## config.mk

```make
export PLATFORM = sky130hd
export DESIGN_NAME = audio_out_top
export DESIGN_NICKNAME = d
export VERILOG_FILES = /design/src/hdl/audio_pkg.sv /design/src/hdl/volume_scaler.sv /design/src/hdl/sample_fifo.sv /design/src/hdl/i2s_serializer.sv /design/src/hdl/audio_out_top.sv
export SDC_FILE = /design/constraint.sdc
export NUM_CORES = 1
export LEC_CHECK = 0
export ABC_CLOCK_PERIOD_IN_PS = 5500
export BUFFER_PORTS_ARGS = -buffer_cell sky130_fd_sc_hd__buf_2
export CORE_AREA = 8 8 187 189
export DETAILED_ROUTE_END_ITERATION = 7
export DIE_AREA = 0 0 195 197
export PLACE_DENSITY_LB_ADDON = 0.05
export SETUP_SLACK_MARGIN = 0.5
export SLEW_MARGIN = 10
export SYNTH_ARGS = -nofsm -noshare
export SYNTH_HDL_FRONTEND = slang
export SYNTH_SLANG_ARGS = --single-unit
```

## constraint.sdc

```tcl
create_clock -name clk -period 5.5 [get_ports clk]
set_input_delay 0.825 -clock clk [delete_from_list [all_inputs] [get_ports clk]]
set_output_delay 0.825 -clock clk [all_outputs]
set_load 0.01 [all_outputs]
```

## src/hdl/audio_pkg.sv

```systemverilog
/*
 * Shared definitions for the I2S audio output path: sample, volume and
 * FIFO widths, clock divider tap positions, frame structs and the
 * serializer state encoding
 */
`default_nettype none

package audio_pkg;

    // Audio sample and attenuation code
    localparam int SAMPLE_W = 16;  // Signed PCM sample width
    localparam int VOL_W    = 3;   // Attenuation code width

    typedef logic signed [SAMPLE_W-1:0] sample_t;
    typedef logic        [VOL_W-1:0]    volume_t;

    localparam volume_t VOL_MUTE = 3'd7;  // Highest code silences the channel

    // Frame as delivered by the sample source
    typedef struct packed {
        volume_t volume;  // Attenuation applied to both channels
        sample_t left;
        sample_t right;
    } audio_in_t;

    // Scaled frame as stored in the FIFO
    typedef struct packed {
        sample_t left;
        sample_t right;
    } stereo_frame_t;

    // Frame FIFO geometry, the count needs one bit more than a pointer
    localparam int FIFO_DEPTH = 4;
    localparam int FIFO_PTR_W = 2;
    localparam int FIFO_CNT_W = FIFO_PTR_W + 1;

    typedef logic [FIFO_PTR_W-1:0] fifo_ptr_t;
    typedef logic [FIFO_CNT_W-1:0] fifo_count_t;

    // I2S slot layout, each channel gets a 32 bit slot with the sample left justified
    localparam int SLOT_BITS  = 32;
    localparam int SLOT_PAD_W = SLOT_BITS - SAMPLE_W;  // Zero bits after the LSB
    localparam int FRAME_BITS = 2 * SLOT_BITS;

    typedef logic [FRAME_BITS-1:0] frame_shift_t;

    // Clock divider taps keep mclk:bclk:lrclk at 256:64:1
    localparam int DIV_W     = 9;
    localparam int MCLK_BIT  = 0;  // clk/2
    localparam int BCLK_BIT  = 2;  // clk/8
    localparam int LRCLK_BIT = 8;  // clk/512

    typedef logic [DIV_W-1:0] clk_div_t;

    // Serializer phases
    typedef enum logic [1:0] {
        ST_IDLE,   // After reset, waiting for the first load point
        ST_LOAD,   // Divider at all ones, frame enters the shift register
        ST_SHIFT   // Bits go out on bclk falling positions
    } serializer_state_t;

endpackage

`default_nettype wire

```

## src/hdl/volume_scaler.sv

```systemverilog
/*
 * Volume scaler, the producer stage: one register stage that
 * attenuates both channels of a frame and pushes it into the FIFO
 */
`timescale 1ns/1ps
`default_nettype none

module volume_scaler
(
    input  logic                      clk,
    input  logic                      reset,
    input  logic                      in_valid,    // One frame per cycle while credits last
    input  audio_pkg::audio_in_t      in_frame,
    output logic                      push,        // Registered copy of in_valid
    output audio_pkg::stereo_frame_t  push_frame
);

    // Arithmetic right shift by the code, the top code mutes outright
    function automatic audio_pkg::sample_t attenuate
    (
        input audio_pkg::sample_t sample,
        input audio_pkg::volume_t volume
    );
        if (volume == audio_pkg::VOL_MUTE)
        begin
            return '0;
        end
        return sample >>> volume;  // Sign is kept, so negative samples round toward minus infinity
    endfunction

    audio_pkg::stereo_frame_t scaled;  // Combinational result for the incoming frame

    always_comb
    begin
        scaled.left  = attenuate(in_frame.left,  in_frame.volume);
        scaled.right = attenuate(in_frame.right, in_frame.volume);
    end

    // Push strobe, exactly one cycle behind in_valid
    always_ff @(posedge clk or posedge reset)
    begin
        if (reset)
        begin
            push <= 1'b0;
        end
        else
        begin
            push <= in_valid;
        end
    end

    // Payload only moves when a frame arrives
    always_ff @(posedge clk)
    begin
        if (in_valid)
        begin
            push_frame <= scaled;  // No stall path, the credits guarantee FIFO space
        end
    end

endmodule

`default_nettype wire

```

## src/hdl/sample_fifo.sv

```systemverilog
/*
 * Frame FIFO with first-word fall-through: circular buffer with read
 * and write pointers, an occupancy count and a credit pulse per pop
 */
`timescale 1ns/1ps
`default_nettype none

module sample_fifo
(
    input  logic                      clk,
    input  logic                      reset,
    input  logic                      push,        // Never seen while full under the credit rule
    input  audio_pkg::stereo_frame_t  push_frame,
    input  logic                      pop,         // Only issued while not empty
    output audio_pkg::stereo_frame_t  head_frame,  // Oldest entry, valid whenever empty is low
    output logic                      empty,
    output logic                      credit       // One cycle after each pop
);

    audio_pkg::stereo_frame_t mem [audio_pkg::FIFO_DEPTH];

    audio_pkg::fifo_ptr_t   wr_ptr;
    audio_pkg::fifo_ptr_t   rd_ptr;
    audio_pkg::fifo_count_t count;

    // Storage write, the entry becomes visible at the head on the next cycle
    always_ff @(posedge clk)
    begin
        if (push)
        begin
            mem[wr_ptr] <= push_frame;
        end
    end

    // Pointers wrap naturally since the depth is a power of two
    always_ff @(posedge clk or posedge reset)
    begin
        if (reset)
        begin
            wr_ptr <= '0;
            rd_ptr <= '0;
        end
        else
        begin
            if (push)
            begin
                wr_ptr <= wr_ptr + 1'b1;
            end
            if (pop)
            begin
                rd_ptr <= rd_ptr + 1'b1;
            end
        end
    end

    // Occupancy, a simultaneous push and pop leaves it unchanged
    always_ff @(posedge clk or posedge reset)
    begin
        if (reset)
        begin
            count <= '0;
        end
        else if (push && !pop)
        begin
            count <= count + 1'b1;
        end
        else if (pop && !push)
        begin
            count <= count - 1'b1;
        end
    end

    // Every freed slot goes back to the source as one credit
    always_ff @(posedge clk or posedge reset)
    begin
        if (reset)
        begin
            credit <= 1'b0;
        end
        else
        begin
            credit <= pop;
        end
    end

    assign head_frame = mem[rd_ptr];  // Fall-through read
    assign empty      = (count == '0);

endmodule

`default_nettype wire

```

## src/hdl/i2s_serializer.sv

```systemverilog
/*
 * I2S serializer, the consumer: clock divider for mclk, bclk and lrclk,
 * frame load with underrun fill, 64 bit slot shift register and the
 * FSM that sequences load and shift
 */
`timescale 1ns/1ps
`default_nettype none

module i2s_serializer
(
    input  logic                      clk,
    input  logic                      reset,
    input  audio_pkg::stereo_frame_t  head_frame,
    input  logic                      empty,
    output logic                      pop,       // Same cycle as the load
    output logic                      underrun,  // Pulses when a silent frame had to be inserted
    output logic                      mclk,
    output logic                      bclk,
    output logic                      lrclk,     // Low for the left slot, high for the right slot
    output logic                      sdata
);

    audio_pkg::clk_div_t          clk_div;
    audio_pkg::serializer_state_t state;
    audio_pkg::frame_shift_t      shift_reg;  // Left slot in the upper half, right slot below
    audio_pkg::stereo_frame_t     load_frame;

    logic pre_load;  // Cycle before the divider reaches all ones
    logic bit_end;   // Last cycle of a bclk period, bclk falls right after it

    // Free-running divider, every output clock is a plain register bit
    always_ff @(posedge clk or posedge reset)
    begin
        if (reset)
        begin
            clk_div <= '0;
        end
        else
        begin
            clk_div <= clk_div + 1'b1;
        end
    end

    assign mclk  = clk_div[audio_pkg::MCLK_BIT];
    assign bclk  = clk_div[audio_pkg::BCLK_BIT];
    assign lrclk = clk_div[audio_pkg::LRCLK_BIT];

    assign pre_load = (clk_div == {{(audio_pkg::DIV_W - 1){1'b1}}, 1'b0});
    assign bit_end  = &clk_div[audio_pkg::BCLK_BIT:0];

    // ST_LOAD lines up with the all-ones divider value, the cycle before lrclk falls
    always_ff @(posedge clk or posedge reset)
    begin
        if (reset)
        begin
            state <= audio_pkg::ST_IDLE;
        end
        else
        begin
            case (state)
                audio_pkg::ST_IDLE:  if (pre_load) state <= audio_pkg::ST_LOAD;
                audio_pkg::ST_LOAD:  state <= audio_pkg::ST_SHIFT;  // Load lasts one cycle
                audio_pkg::ST_SHIFT: if (pre_load) state <= audio_pkg::ST_LOAD;
                default:             state <= audio_pkg::ST_IDLE;
            endcase
        end
    end

    // Take the head frame, or silence when the FIFO ran dry
    assign load_frame = empty ? '0 : head_frame;
    assign pop        = (state == audio_pkg::ST_LOAD) && !empty;

    always_ff @(posedge clk or posedge reset)
    begin
        if (reset)
        begin
            underrun <= 1'b0;
        end
        else
        begin
            underrun <= (state == audio_pkg::ST_LOAD) && empty;  // High in the first cycle of the frame
        end
    end

    // Samples sit left justified in their 32 bit slots
    always_ff @(posedge clk)
    begin
        if (state == audio_pkg::ST_LOAD)
        begin
            shift_reg <= {load_frame.left,  {audio_pkg::SLOT_PAD_W{1'b0}},
                          load_frame.right, {audio_pkg::SLOT_PAD_W{1'b0}}};
        end
        else if (state == audio_pkg::ST_SHIFT && bit_end)
        begin
            shift_reg <= shift_reg << 1;
        end
    end

    /*
     * sdata trails the shift register by one bit period. The load happens a
     * full bclk period before the MSB leaves, which gives the I2S one bit
     * delay after each lrclk edge
     */
    always_ff @(posedge clk or posedge reset)
    begin
        if (reset)
        begin
            sdata <= 1'b0;
        end
        else if (state == audio_pkg::ST_LOAD)
        begin
            sdata <= 1'b0;  // Last bit of the right slot is always padding
        end
        else if (state == audio_pkg::ST_SHIFT && bit_end)
        begin
            sdata <= shift_reg[audio_pkg::FRAME_BITS-1];  // Changes as bclk falls
        end
    end

endmodule

`default_nettype wire

```

## src/hdl/audio_out_top.sv

```systemverilog
/*
 * Top level of the I2S output path: volume scaler into frame FIFO into
 * serializer, with the credit return and the I2S pins brought out
 */
`timescale 1ns/1ps
`default_nettype none

module audio_out_top
(
    input  logic                  clk,
    input  logic                  reset,
    input  logic                  in_valid,  // Source may only assert this while it holds a credit
    input  audio_pkg::audio_in_t  in_frame,
    output logic                  credit,    // One pulse per frame the serializer consumed
    output logic                  underrun,
    output logic                  mclk,
    output logic                  bclk,
    output logic                  lrclk,
    output logic                  sdata
);

    logic                     push;
    audio_pkg::stereo_frame_t push_frame;  // Scaled frame on its way into the FIFO
    audio_pkg::stereo_frame_t head_frame;
    logic                     empty;
    logic                     pop;

    volume_scaler scaler_i
    (
        .clk        (clk),
        .reset      (reset),
        .in_valid   (in_valid),
        .in_frame   (in_frame),
        .push       (push),
        .push_frame (push_frame)
    );

    sample_fifo fifo_i
    (
        .clk        (clk),
        .reset      (reset),
        .push       (push),
        .push_frame (push_frame),
        .pop        (pop),
        .head_frame (head_frame),
        .empty      (empty),
        .credit     (credit)       // Goes straight back to the source
    );

    i2s_serializer serializer_i
    (
        .clk        (clk),
        .reset      (reset),
        .head_frame (head_frame),
        .empty      (empty),
        .pop        (pop),
        .underrun   (underrun),
        .mclk       (mclk),
        .bclk       (bclk),
        .lrclk      (lrclk),
        .sdata      (sdata)
    );

endmodule

`default_nettype wire

```

## Word-level counts from Yosys, hierarchy flattened

Memory sizes are Yosys's and may differ from the RTL's.
Index checks and enable logic that the tools add are counted.

| cells by class | value |
|---|---|
| add/subtract/negate cells | 5 |
| equality and inequality tests | 5 |
| shift-type cells | 2 |
| multiplexer cells | 15 |
| reduce and logical (&&, ||, !) cells | 14 |

Operators by type and width:

| operator | count |
|---|---|
| 64-bit 2-to-1 mux | 2 |
| 16-bit 2-to-1 mux | 3 |
| 32-bit 2-to-1 mux | 1 |
| 16-bit by 3-bit >>> shifter with 16-bit output | 2 |
| 9-bit by 1-bit adder with 9-bit output, second input constant | 1 |
| 9-bit == test, second input constant | 1 |
| 3-bit 2-to-1 mux | 2 |
| 1-bit logical AND | 5 |
| 1-bit 2-to-1 mux | 5 |
| 2-bit by 1-bit adder with 2-bit output, second input constant | 2 |
| 2-bit one-hot mux with 2 select lines | 1 |
| 2-bit nonzero test | 2 |
| 3-bit by 1-bit adder with 3-bit output, second input constant | 1 |
| 3-bit == test, second input constant | 1 |
| 1-bit zero test | 3 |
| 3-bit zero test | 1 |
| 3-bit AND reduction | 1 |
| 3-bit by 1-bit subtractor with 3-bit output, second input constant | 1 |
| 2-bit by 1-bit == test with 1-bit output, second input constant | 1 |
| 2-bit == test, second input constant | 1 |
| 2-bit zero test | 1 |
| 2-bit 2-to-1 mux | 1 |
| 2-bit by 1-bit inequality test with 1-bit output, second input constant | 1 |
| 2-bit OR reduction | 1 |

| storage, ports and cells | value |
|---|---|
| flip-flop bits (word level) | 102 |
| bits in writable memories | 128 |
| bits of input ports | 38 |
| output and inout port bits | 6 |
| logic and storage cells | 55 |
| memories | 1 |

Memories:

| memory | words | width | rd ports | clocked after Yosys merged registers in | write ports | RTL line | RTL |
|---|---|---|---|---|---|---|---|
| fifo_i.mem | 4 | 32 | 1 | 0 | 1 | sample_fifo.sv:20 | `audio_pkg::stereo_frame_t mem [audio_pkg::FIFO_DEPTH];` |

## Longest topological paths before layout

Gate-level depths: netlist (run 1).

| depth | value |
|---|---|
| depth in word-level cells | 6 |
| depth in mapped cells | 9 |
| gate-level depth less buffers | 8 |

## Cells and area by module

From an unflattened synthesis (run 1), not the netlist that was laid out.

| second synthesis, totals | value |
|---|---|
| cell total of the unflattened synthesis | 591 |
| area total of the unflattened synthesis | 9650.5 sq um |

Modules (own cells, without submodules):

| module | instances | cells each | area each (sq um) | sequential area each (sq um) |
|---|---|---|---|---|
| sample_fifo | 1 | 203 | 5081.1 | 4043.9 |
| i2s_serializer | 1 | 188 | 2371.0 | 1606.5 |
| volume_scaler | 1 | 200 | 2198.4 | 985.9 |

## Worst setup path after synthesis (run 1)

OpenSTA, ideal clock, no wires.

| timing | value |
|---|---|
| kind | reg2reg |
| start point | register serializer_i.clk_div[0] |
| end point | register serializer_i.shift_reg[16], enable pin |
| setup time | 0.478 ns |
| arrival time | 1.958 ns |
| required time | 5.022 ns |
| path slack | 3.064 ns |
| stages on the path, launching flop included | 6 |
| buffers on the path | 1 |
| period minus slack after synthesis | 2.436 ns |
| cell sequence | dfrtp_1 -> ha_1 -> ha_1 -> nand3b_1 -> clkbuf_1 -> nand2_1 |

| between the ends | value |
|---|---|
| longest elaborated chain between the ends | 3 |

Ends and longest elaborated chain:

| item | RTL line | RTL |
|---|---|---|
| start, declared | i2s_serializer.sv:23 | `audio_pkg::clk_div_t clk_div;` |
| start signal, assigned | i2s_serializer.sv:40 | `clk_div <= clk_div + 1'b1;` |
| 3-bit AND reduction | i2s_serializer.sv:49 | `assign bit_end = &clk_div[audio_pkg::BCLK_BIT:0];` |
| 1-bit logical AND | i2s_serializer.sv:93 | `else if (state == audio_pkg::ST_SHIFT && bit_end)` |
| 2-bit nonzero test (no source line) | - |  |
| end signal, assigned | i2s_serializer.sv:90 | `shift_reg <= {load_frame.left, {audio_pkg::SLOT_PAD_W{1'b0}},` |
| end signal, assigned | i2s_serializer.sv:95 | `shift_reg <= shift_reg << 1;` |
| end, declared | i2s_serializer.sv:25 | `audio_pkg::frame_shift_t shift_reg;` |

No other way between the ends.
A chain may end at the register's enable or synchronous reset.

## Worst setup path in the final report (run 1)

| timing | value |
|---|---|
| start point | input port in_frame[32] in the netlist's numbering |
| end point | register scaler_i.push_frame[25] (netlist name) |

| between the ends | value |
|---|---|
| longest elaborated chain between the ends | 3 |
| elaborated cells between the ends (all ways) | 4 |
| those cells by class | eq/ne (1); shift (1); mux (2) |

Ends and longest elaborated chain:

| item | RTL line | RTL |
|---|---|---|
| start, declared | audio_out_top.sv:13 | `input audio_pkg::audio_in_t in_frame,` |
| 3-bit == test | volume_scaler.sv:24 | `if (volume == audio_pkg::VOL_MUTE)` |
| 1-bit 2-to-1 mux | volume_scaler.sv:24 |  |
| 16-bit 2-to-1 mux * | volume_scaler.sv:28 | `return sample >>> volume;` |

Mark *: on every way between the ends. The rest lies on a longest branch, timed or not.

==> flow_summary_export.csv, run 1 <==
group,metric,value,unit
global_route,grtUsageTotal,10.8,%
cts,hold_buffers,0,
yosys,synth_area_per_cell,17.0,sq um
final_layout,fin_util,33.8,%
die,die_area,0.0384,sq mm
yosys,synth_top_cells_by_count,"edfxtp_1 (192), nand2_1 (39), mux4_2 (36), a22o_1 (31), nor2_1 (24)",
critical_path,required,5.75,ns
sta,timing.final.crit_period,2.60,ns
die,die_w,195,um
placed_design,post-dp-hpwl,11.9,mm
detailed_routing,via_count,4944,
yosys,ys_seq_elements,230,
yosys,yosys.area.top_type_share,61.2,%
pwr,pwr_density_cell,393,mW/mm^2
yosys,synthesis.nets,602,
final_layout,diodes,0,
sta,tns,0,ns
critical_path,reg2reg_to,"serializer_i.shift_reg[52]",
die,io_pins,44,
cts,cts_root_buf,"clkbuf_16",
worst_hold_path,hp-start,"serializer_i.shift_reg[63]",
critical_path,crit_path_max_incr_delay,0.85,ns
yosys,synth_edf_count,192,
placed_design,port_buffers,43,
final_layout,num-nets-final,650,
global_route,grt_overflow,0,
die,die_h,197,um
yosys,yosysUniqueCellTypes,41,
detailed_routing,drt_wl_total,20.6,mm
critical_path,cp-endpoint,"scaler_i.push_frame[25]",
final_layout,drive_above_1_share,25.0,%
sta,setup_viol,0,
detailed_routing,drtPass1Iterations,4,
die,core,0.0320,sq mm
yosys,yosys.area.top_type,"edfxtp_1",
cts,clk_pin_slew_worst_paths,0.05,ns
sta,max_freq,384,MHz
sta,post-route-period-util,47.3,%
yosys,synthArstFlopShare,9.57,%
cts,clock_sinks,230,
critical_path,crit_buf_inv,2,
yosys,synth_area,0.00942,sq mm
sta,hold_violations,0,
critical_path,start_kind,"input port",
final_layout,syn2layout_area_growth,15.2,%
critical_path,cp_top_family,"buffers and inverters",
detailed_routing,drt-initial-drc-count,293,
detailed_routing,wl_per_cell,20.0,um
critical_path,cp_max_fo,23,
die,rows,66,
placed_design,gp_congestion,0.771,
detailed_routing,drc,0,
sta,relSlewSlack,23.3,%
critical_path,arrival,2.86,ns
sta,skew,0.00971,ns
cts,cts_resized,0,
critical_path,worstSetupPathType,"input port to register",
critical_path,crit_chain,"buf_2 > clkinv_1 > mux4_2",
critical_path,reg2reg_slack,3.16,ns
cts,numCtsBuffers,27,
critical_path,r2r-start,"serializer_i.clk_div[0]",
final_layout,n_fill_cell,3052,
sta,slew_violations,0,
cts,max-clock-path-buffers,3,
worst_hold_path,hp-class,"register to register",
status,status,"completed",
sta,worstMarginPinSlew,1.15,ns
critical_path,worst-path-stages,3,
global_route,antenna_found_initial,0,
yosys,synthFlopType,"edfxtp_1",
critical_path,critPathCaptureType,"register",
yosys,ys_top_cells_by_area,"edfxtp_1 (61%), mux4_2 (8.6%), dfrtp_1 (5.8%)",
pwr,vdd_drop_max,0.196,mV
yosys,synth_seq_area_share,70.5,%
critical_path,reg2reg_depth,5,
job,maxCapViolCount,0,
cts,clk_latency,0.52,ns
global_route,grt_max_degree,49,
detailed_routing,viasPerCell,4.80,
global_route,grt_pass1_vias,5471,
critical_path,slowest_stage,"clkinv_1",
detailed_routing,final_antenna_net_count,0,
cts,postCtsSetupBuffers,0,
sta,rsz0062_at_grt,"false",
pwr,p_leak,3.69,nW
die,start_util,29.4,%
yosys,synth-warning-count,0,
yosys,syn_inst,555,
critical_path,cp-startpoint,"in_frame[32]",
cts,cts_tree,"yes",
final_layout,largest_register_ffs,128,
cts,htreeDepth,1,
yosys,synth_most_common_cell,"edfxtp_1",
global_route,grt_pass1_wl,32.4,mm
-- per-stage QoR --
| stage | cell area (sq um) | power [mW] | setup slack, ns | hold slack, ns | instances |
|---|---|---|---|---|---|
| final | 10800 | 4.26 | 2.90 | 0.449 | 1031 |
| after global routing | 10800 | 4.47 | 2.78 | 0.471 | 1031 |
| after detailed placement | 10000 | 2.68 | 2.36 | 0.426 | 982 |
| after floorplan | 9420 | 2.49 | 3.06 | 0.415 | 555 |
| after global placement | 10000 | 2.66 | 2.38 | 0.419 | 982 |
| after CTS | 10800 | 4.35 | 2.91 | 0.440 | 1031 |
-- routing by layer --
layer / vias up / track usage, % / wire length (um)
met5: - / 0 / 0
met4: 0 / 2.86 / 396
met3: 32 / 2.03 / 849
met2: 93 / 18.0 / 9640
met1: 2552 / 14.2 / 9730
li1: 2267 / - / -
-- layout make-up --
cell class,instances,area [sq um],share of cell area [%]
flip-flops and latches,230,6640,61.2
multi-input cells,280,2550,23.6
clock buffers,43,788,7.27
well taps,408,510,4.71
repair buffers,51,275,2.54
clock inverters,6,30.0,0.277
inverters,13,48.8,0.450
-- cell usage in the layout (no fill, tap or decap), types with 7 or more instances in the layout --
cell	count
a21oi_1	20
a22o_1	31
buf_2	43
buf_4	8
clkbuf_1	7
clkbuf_16	27
dfrtp_1	21
dfxtp_1	16
edfxtp_1	192
ha_1	8
inv_1	10
mux2_2	21
mux2i_1	18
mux4_2	36
nand2_1	39
nand3_1	8
nor2_1	24
o22ai_1	9
o32ai_1	8
xor2_1	8
-- where the power goes --
part | switching, mW | internal (mW) | total, mW
clock | 0.663 | 0.975 | 1.64
combinational | 0.246 | 0.139 | 0.386
sequential | 0.0795 | 2.16 | 2.24
total | 0.989 | 3.28 | 4.26
-- worst min path at each step --
stage,to,cells past startpoint
floorplan,serializer_i.sdata,2
global placement,serializer_i.sdata,2
detailed placement,serializer_i.sdata,2
CTS,serializer_i.sdata,2
global route,serializer_i.shift_reg[36],2
finish,serializer_i.sdata,2
-- cell families after synthesis --
kind of cell,Yosys count,synth area share (%)
compound gates,81,6.23
xor+xnor,13,1.21
fa+ha+maj,9,1.28
buf+inv,45,2.39
flops,230,70.5
mux,79,13.7
simple gates,98,4.73
-- worst register-to-register path: stages, from the launching register on --
cell	delay (ns)
dfrtp_1	0.40
ha_1	0.19
ha_1	0.17
nand3b_1	0.50
nand2_1	0.23
buf_4	0.48
Note: power is estimated with default switching activity, not from simulation.
==> run 2: changes to the inputs <==
Settings changed: ABC_AREA from default to 1, ABC_CLOCK_PERIOD_IN_PS 5500 to 2220, CORE_AREA 8 8 187 189 to 8 8 192 194, DIE_AREA 0 0 195 197 to 0 0 200 202.
Clock period 5.5 ns to 2.22 ns, I/O delays scaled along.
==> flow_summary_export.csv, run 2 <==
group,metric,value,unit
status,status,"completed",
pwr,sequentialPowerShare,51.2,%
detailed_routing,viasPerCell,4.48,
detailed_routing,final_antenna_net_count,0,
cts,cts_tree,"yes",
detailed_routing,drt_wl_total,24.5,mm
final_layout,drive_above_1_share,13.3,%
placed_design,port_buffers,43,
global_route,grt_overflow,0,
critical_path,worstSetupPathType,"register to register",
yosys,synth_edf_count,192,
yosys,synth_seq_area_share,66.5,%
critical_path,start_kind,"register",
yosys,synth-warning-count,0,
die,io_pins,44,
cts,numCtsBuffers,27,
yosys,synth_area,0.00999,sq mm
pwr,pwr-share-clk,38.9,%
yosys,synth_most_common_cell,"nand2_1",
yosys,ys_top_cells_by_area,"edfxtp_1 (58%), nand3_1 (9.4%), nand2_1 (9.2%)",
placed_design,gp_congestion,0.742,
pwr,switching_share,23.5,%
global_route,grt_pass1_vias,6729,
cts,cts_root_buf,"clkbuf_16",
die,rows,68,
final_layout,mostFrequentLayoutCell,"nand2_1",
global_route,grt_pass1_wl,38.9,mm
sta,setup_viol,0,
die,start_util,29.4,%
final_layout,syn2layout_area_growth,17.7,%
sta,tns,0,ns
cts,clk_latency,0.52,ns
yosys,synth_top_cells_by_count,"nand2_1 (245), edfxtp_1 (192), nand3_1 (187), inv_1 (75), a21oi_1 (41)",
global_route,grtUsageTotal,12.1,%
sta,timing.final.crit_period,1.74,ns
detailed_routing,via_count,6606,
critical_path,crit_path_max_incr_delay,0.48,ns
pwr,p_comb_share,9.8,%
final_layout,num-nets-final,1047,
cts,max-clock-path-buffers,3,
cts,clock_sinks,230,
pwr,p_sw,2.55,mW
detailed_routing,drt-initial-drc-count,359,
die,die_w,200,um
final_layout,instances_no_fill,1476,
sta,slew_violations,0,
sta,hold_violations,0,
sta,rsz0062_at_grt,"true",
pwr,vdd_drop_max,0.532,mV
sta,setup_ws,0.483,ns
yosys,yosysUniqueCellTypes,30,
global_route,antenna_found_initial,0,
detailed_routing,drc,0,
cts,htreeDepth,1,
yosys,yosys.area.top_type,"edfxtp_1",
die,die_area,0.0404,sq mm
sta,max_freq,576,MHz
pwr,p_leak,4.85,nW
yosys,ys_seq_elements,230,
critical_path,critPathCaptureType,"register",
final_layout,largest_register_ffs,128,
sta,skew,0.0122,ns
critical_path,slowest_stage,"dfrtp_1",
placed_design,post-dp-hpwl,14.4,mm
final_layout,final_cell_mix,"nand2_1 (244), edfxtp_1 (192), nand3_1 (187)",
die,die_h,202,um
placed_design,place_ws,0.367,ns
global_route,grt_max_degree,66,
yosys,synth_area_per_cell,10.6,sq um
yosys,syn_inst,945,
yosys,yosys.area.top_type_share,57.7,%
sta,worstMarginPinSlew,0.892,ns
pwr,pwr_density_cell,922,mW/mm^2
worst_hold_path,hp-class,"input port to register",
yosys,synthesis.nets,992,
yosys,synthFlopType,"edfxtp_1",
pwr,internal_power,8.29,mW
sta,post-route-period-util,78.3,%
critical_path,cp_max_fo,4,
die,core,0.0339,sq mm
critical_path,arrival,2.13,ns
placed_design,dp.cells,1414,
detailed_routing,wl_per_cell,16.6,um
sta,relSlewSlack,40.6,%
yosys,synthArstFlopShare,9.57,%
cts,clk_pin_slew_worst_paths,0.05,ns
critical_path,crit_chain,"nor2_4 > nand2_2 > ha_2 > inv_2 > fa_2 > mux2_2",
critical_path,required,2.61,ns
job,maxCapViolCount,0,
detailed_routing,drtPass1Iterations,4,
-- run 2: cell count changes in the layout (fill, tap and decap cells not counted), moves of 28 or more --
cell / before / now
a22o_1: 31 / 0
nand2_1: 39 / 244
o21ai_0: 6 / 34
nand3_1: 8 / 187
inv_1: 10 / 73
mux4_2: 36 / 0
-- run 2: logic make-up (layout without fill, tap and decap cells) --
family | Yosys count | count (layout) | share of synthesized area (%)
and+or+nand+nor | 470 | 472 | 20.2
DFF | 230 | 230 | 66.5
buffers and inverters | 134 | 207 | 6.59
AOI/OAI and AO/OA | 92 | 92 | 4.61
adders and majority gates | 9 | 9 | 1.20
xor gates and xnor gates | 9 | 9 | 0.789
muxes | 1 | 1 | 0.113
other | 0 | 1 | 0
-- run 2: critical path: cells and delay by family (launching register included) --
family / cells / cell delay [ns]
simple gates: 2 / 0.19
buf+inv: 1 / 0.08
flops: 1 / 0.48
mux: 1 / 0.26
fa+ha+maj: 2 / 0.61
-- run 2: power groups by stage --
stage	sequential (mW)	combinational (mW)	clock, mW
3_3_place_gp	5.65	1.06	0
6_report	5.55	1.07	4.22
2_1_floorplan	5.58	0.630	0
5_1_grt	5.60	1.21	4.52
3_5_place_dp	5.65	1.05	0
4_1_cts	5.56	1.08	4.38
-- run 2: timing repair --
action | 4_1_cts | 5_1_grt
hold buffers | 1 | 0
buffers inserted | 2 | 6
gates cloned | 1 | 2
endpoints found under the hold margin | 12 | 0
endpoints found under the setup margin | 71 | 43
gates resized for setup | 4 | 9
pin swaps | 5 | 5
-- run 2: layout make-up --
type / count / area [sq um]
sequential: 230 / 6640
clock inverter: 4 / 47.5
timing repair buffer: 80 / 622
antenna: 1 / 2.50
inverter: 78 / 302
clock buffer: 45 / 808
tap: 455 / 569
multi-input combinational: 583 / 2760
fill: 3425 / 22200
-- run 2: final timing paths --
path | from | end | slack, ns | depth (start not counted)
hold reg to reg | serializer_i.shift_reg[41] | serializer_i.shift_reg[41] | 0.44 | 2
setup / recovery | serializer_i.state[1] | fifo_i.count[1] | 0.48 | 6
hold / removal | in_frame[15] | scaler_i.push_frame[15] | 0.15 | 3
max in group asynchronous | reset | fifo_i.rd_ptr[0] | 1.29 | 4
min in group asynchronous | reset | serializer_i.clk_div[4] | 0.38 | 3
setup reg to reg | serializer_i.state[1] | fifo_i.count[1] | 0.48 | 6
-- run 2: layer usage --
metal	global-route usage, %	vias to the layer above	wire (um)
met1	16.8	3149	11900
met2	19.4	90	11300
met5	0	-	0
met4	3.34	0	522
met3	1.86	33	775
li1	-	3334	-
-- run 2: through the flow --
| step | utilization [%] | cell area [sq um] | hold slack [ns] | total power, mW |
|---|---|---|---|---|
| 6_report | 34.6 | 11800 | 0.154 | 10.8 |
| 2_1_floorplan | - | 10000 | 0.322 | 6.21 |
| 5_1_grt | 34.6 | 11700 | 0.152 | 11.3 |
| 3_5_place_dp | 31.5 | 10700 | 0.394 | 6.70 |
| 4_1_cts | 34.2 | 11600 | 0.117 | 11.0 |
| 3_3_place_gp | 31.5 | 10700 | 0.392 | 6.71 |
==> run 3: changes to the inputs <==
Settings changed: ABC_AREA 1 to 0, ABC_CLOCK_PERIOD_IN_PS 2220 to 1400, CORE_AREA 8 8 192 194 to 8 8 187 189, DIE_AREA 0 0 200 202 to 0 0 195 197.
Clock period 2.22 ns to 1.4 ns, I/O delays scaled along.
==> flow_summary_export.csv, run 3 (synthesized netlist as in run 1, its figures left out) <==
group,metric,value,unit
die,die_w,195,um
critical_path,crit_path_max_incr_delay,0.40,ns
die,start_util,29.4,%
final_layout,syn2layout_area_growth,47.1,%
global_route,grt_overflow,0,
final_layout,drive_above_1_share,54.1,%
sta,skew,0.00946,ns
critical_path,reg2reg_depth,8,
detailed_routing,drt-initial-drc-count,204,
status,status,"finished, violations left",
critical_path,critPathCaptureType,"register",
detailed_routing,wl_per_cell,20.6,um
placed_design,port_buffers,43,
detailed_routing,viasPerCell,4.81,
pwr,vdd_drop_max,0.880,mV
worst_hold_path,hp-start,"in_valid",
final_layout,final_cell_mix,"edfxtp_1 (192), buf_4 (44), buf_2 (40)",
job,maxCapViolCount,0,
placed_design,post-dp-hpwl,13.3,mm
critical_path,r2r-start,"fifo_i.count[2]",
global_route,grt_pass1_wl,36.4,mm
detailed_routing,drt_wl_total,23.9,mm
placed_design,place_ws,-0.464,ns
die,die_h,197,um
sta,setup_ws,-0.438,ns
detailed_routing,drtPass1Iterations,4,
cts,cts_tree,"yes",
critical_path,crit_chain,"or3_4 > nand2_4 > ha_4 > inv_2 > fa_2 > xor2_1 > nor2_1 > xor2_1",
final_layout,num-nets-final,780,
critical_path,cp_top_family,"simple AND/OR/NAND/NOR gates",
sta,post-route-period-util,131,%
sta,setup_viol,180,
status,violations,"negative setup slack",
final_layout,mostFrequentLayoutCell,"edfxtp_1",
die,rows,66,
final_layout,diodes,0,
die,core,0.0320,sq mm
sta,rsz0062_at_grt,"true",
final_layout,largest_register_ffs,128,
pwr,p_leak,5.02,nW
detailed_routing,via_count,5571,
sta,hold_violations,0,
sta,max_freq,544,MHz
pwr,pwr_density_cell,1370,mW/mm^2
critical_path,cp-startpoint,"fifo_i.count[2]",
critical_path,cp_max_fo,2,
worst_hold_path,hp-class,"input port to register",
sta,slew_violations,0,
detailed_routing,final_antenna_net_count,0,
critical_path,cp-endpoint,"fifo_i.count[2]",
pwr,power,18.9,mW
cts,clk_pin_slew_worst_paths,0.06,ns
sta,hold_slack,0.0736,ns
critical_path,slowest_stage,"or3_4",
critical_path,worstSetupPathType,"register to register",
cts,clock_sinks,230,
global_route,use_met3,2.18,%
cts,numCtsBuffers,26,
global_route,antenna_found_initial,0,
critical_path,crit_buf_inv,1,
detailed_routing,drc,0,
global_route,use_met1,15.2,%
die,die_area,0.0384,sq mm
global_route,grt_use_met2,22.0,%
sta,timing.final.crit_period,1.84,ns
cts,max-clock-path-buffers,3,
critical_path,start_kind,"register",
cts,clk_latency,0.52,ns
global_route,grt_max_degree,34,
sta,worstMarginPinSlew,0.313,ns
placed_design,gp_congestion,0.700,
critical_path,path_common_cell,"xor2_1",
global_route,grtUsageTotal,12.3,%
global_route,grt-busiest-layer,"met2",
placed_design,dpl-instance-area,0.0109,sq mm
die,io_pins,44,
final_layout,final_area,0.0139,sq mm
critical_path,worst-path-stages,8,
cts,cts_root_buf,"clkbuf_16",
critical_path,required,1.84,ns
sta,relSlewSlack,79.2,%
global_route,grt_pass1_vias,6086,
cts,htreeDepth,1,
critical_path,arrival,2.28,ns
critical_path,reg2reg_to,"fifo_i.count[2]",
critical_path,reg2reg_slack,-0.44,ns
## run 3: cell types whose count changed in the layout (fill, tap and decap cells not counted), sizes merged, moves of 9 or more
cell / before / now
nand2: 247 / 41
mux2i: 0 / 18
a21oi: 41 / 20
a22o: 0 / 31
inv: 78 / 11
buf: 77 / 178
o22ai: 0 / 9
o21ai: 51 / 6
mux4: 0 / 36
nand3: 189 / 8
mux2: 1 / 25
## run 3: how the worst min path moves through the flow
| stage | depth (start not counted) | slack (ns) | to |
|---|---|---|---|
| global route | 2 | 0.06 | scaler_i.push |
| finish | 2 | 0.07 | scaler_i.push |
| CTS | 2 | 0.04 | scaler_i.push |
| floorplan | 1 | 0.20 | fifo_i.count[0] |
| global placement | 3 | 0.28 | fifo_i.wr_ptr[1] |
| detailed placement | 3 | 0.28 | serializer_i.clk_div[5] |
## run 3: cell type report
type / count / area (sq um)
tap: 408 / 510
sequential: 230 / 6640
fill: 2816 / 18200
timing repair buffer: 182 / 2360
clock buffer: 39 / 721
inverter: 13 / 72.6
clock inverter: 7 / 87.6
multi-input combinational: 280 / 3460
## run 3: timing repair
action / in CTS / in global routing
hold endpoints to repair: 22 / 0
endpoints found under the setup margin: 256 / 257
gates cloned: 22 / 4
gates resized for setup: 174 / 65
setup buffers: 28 / 19
hold buffers: 1 / 0
pin swaps: 20 / 36
## run 3: per-stage QoR
stage	std cells	util [%]	TNS (ns)
final	1159	43.2	-23.29
after global routing	1159	43.2	-32.73
after CTS	1136	41.4	-20.57
after detailed placement	1039	33.9	-18.50
after global placement	1039	33.9	-17.50
after floorplan	555	-	-21.90
## run 3: layer usage
metal | routed length, um | vias up | part of all wire, %
met5 | 0 | - | 0
met4 | 393 | 0 | 1.6
met3 | 946 | 27 | 4.0
met2 | 12300 | 108 | 51
met1 | 10300 | 2880 | 43
li1 | - | 2556 | -
## run 3: report_power, final
part	internal, mW	total [mW]	switching (mW)
logic	2.09	3.73	1.64
clock network	3.90	6.45	2.54
registers	8.48	8.77	0.288
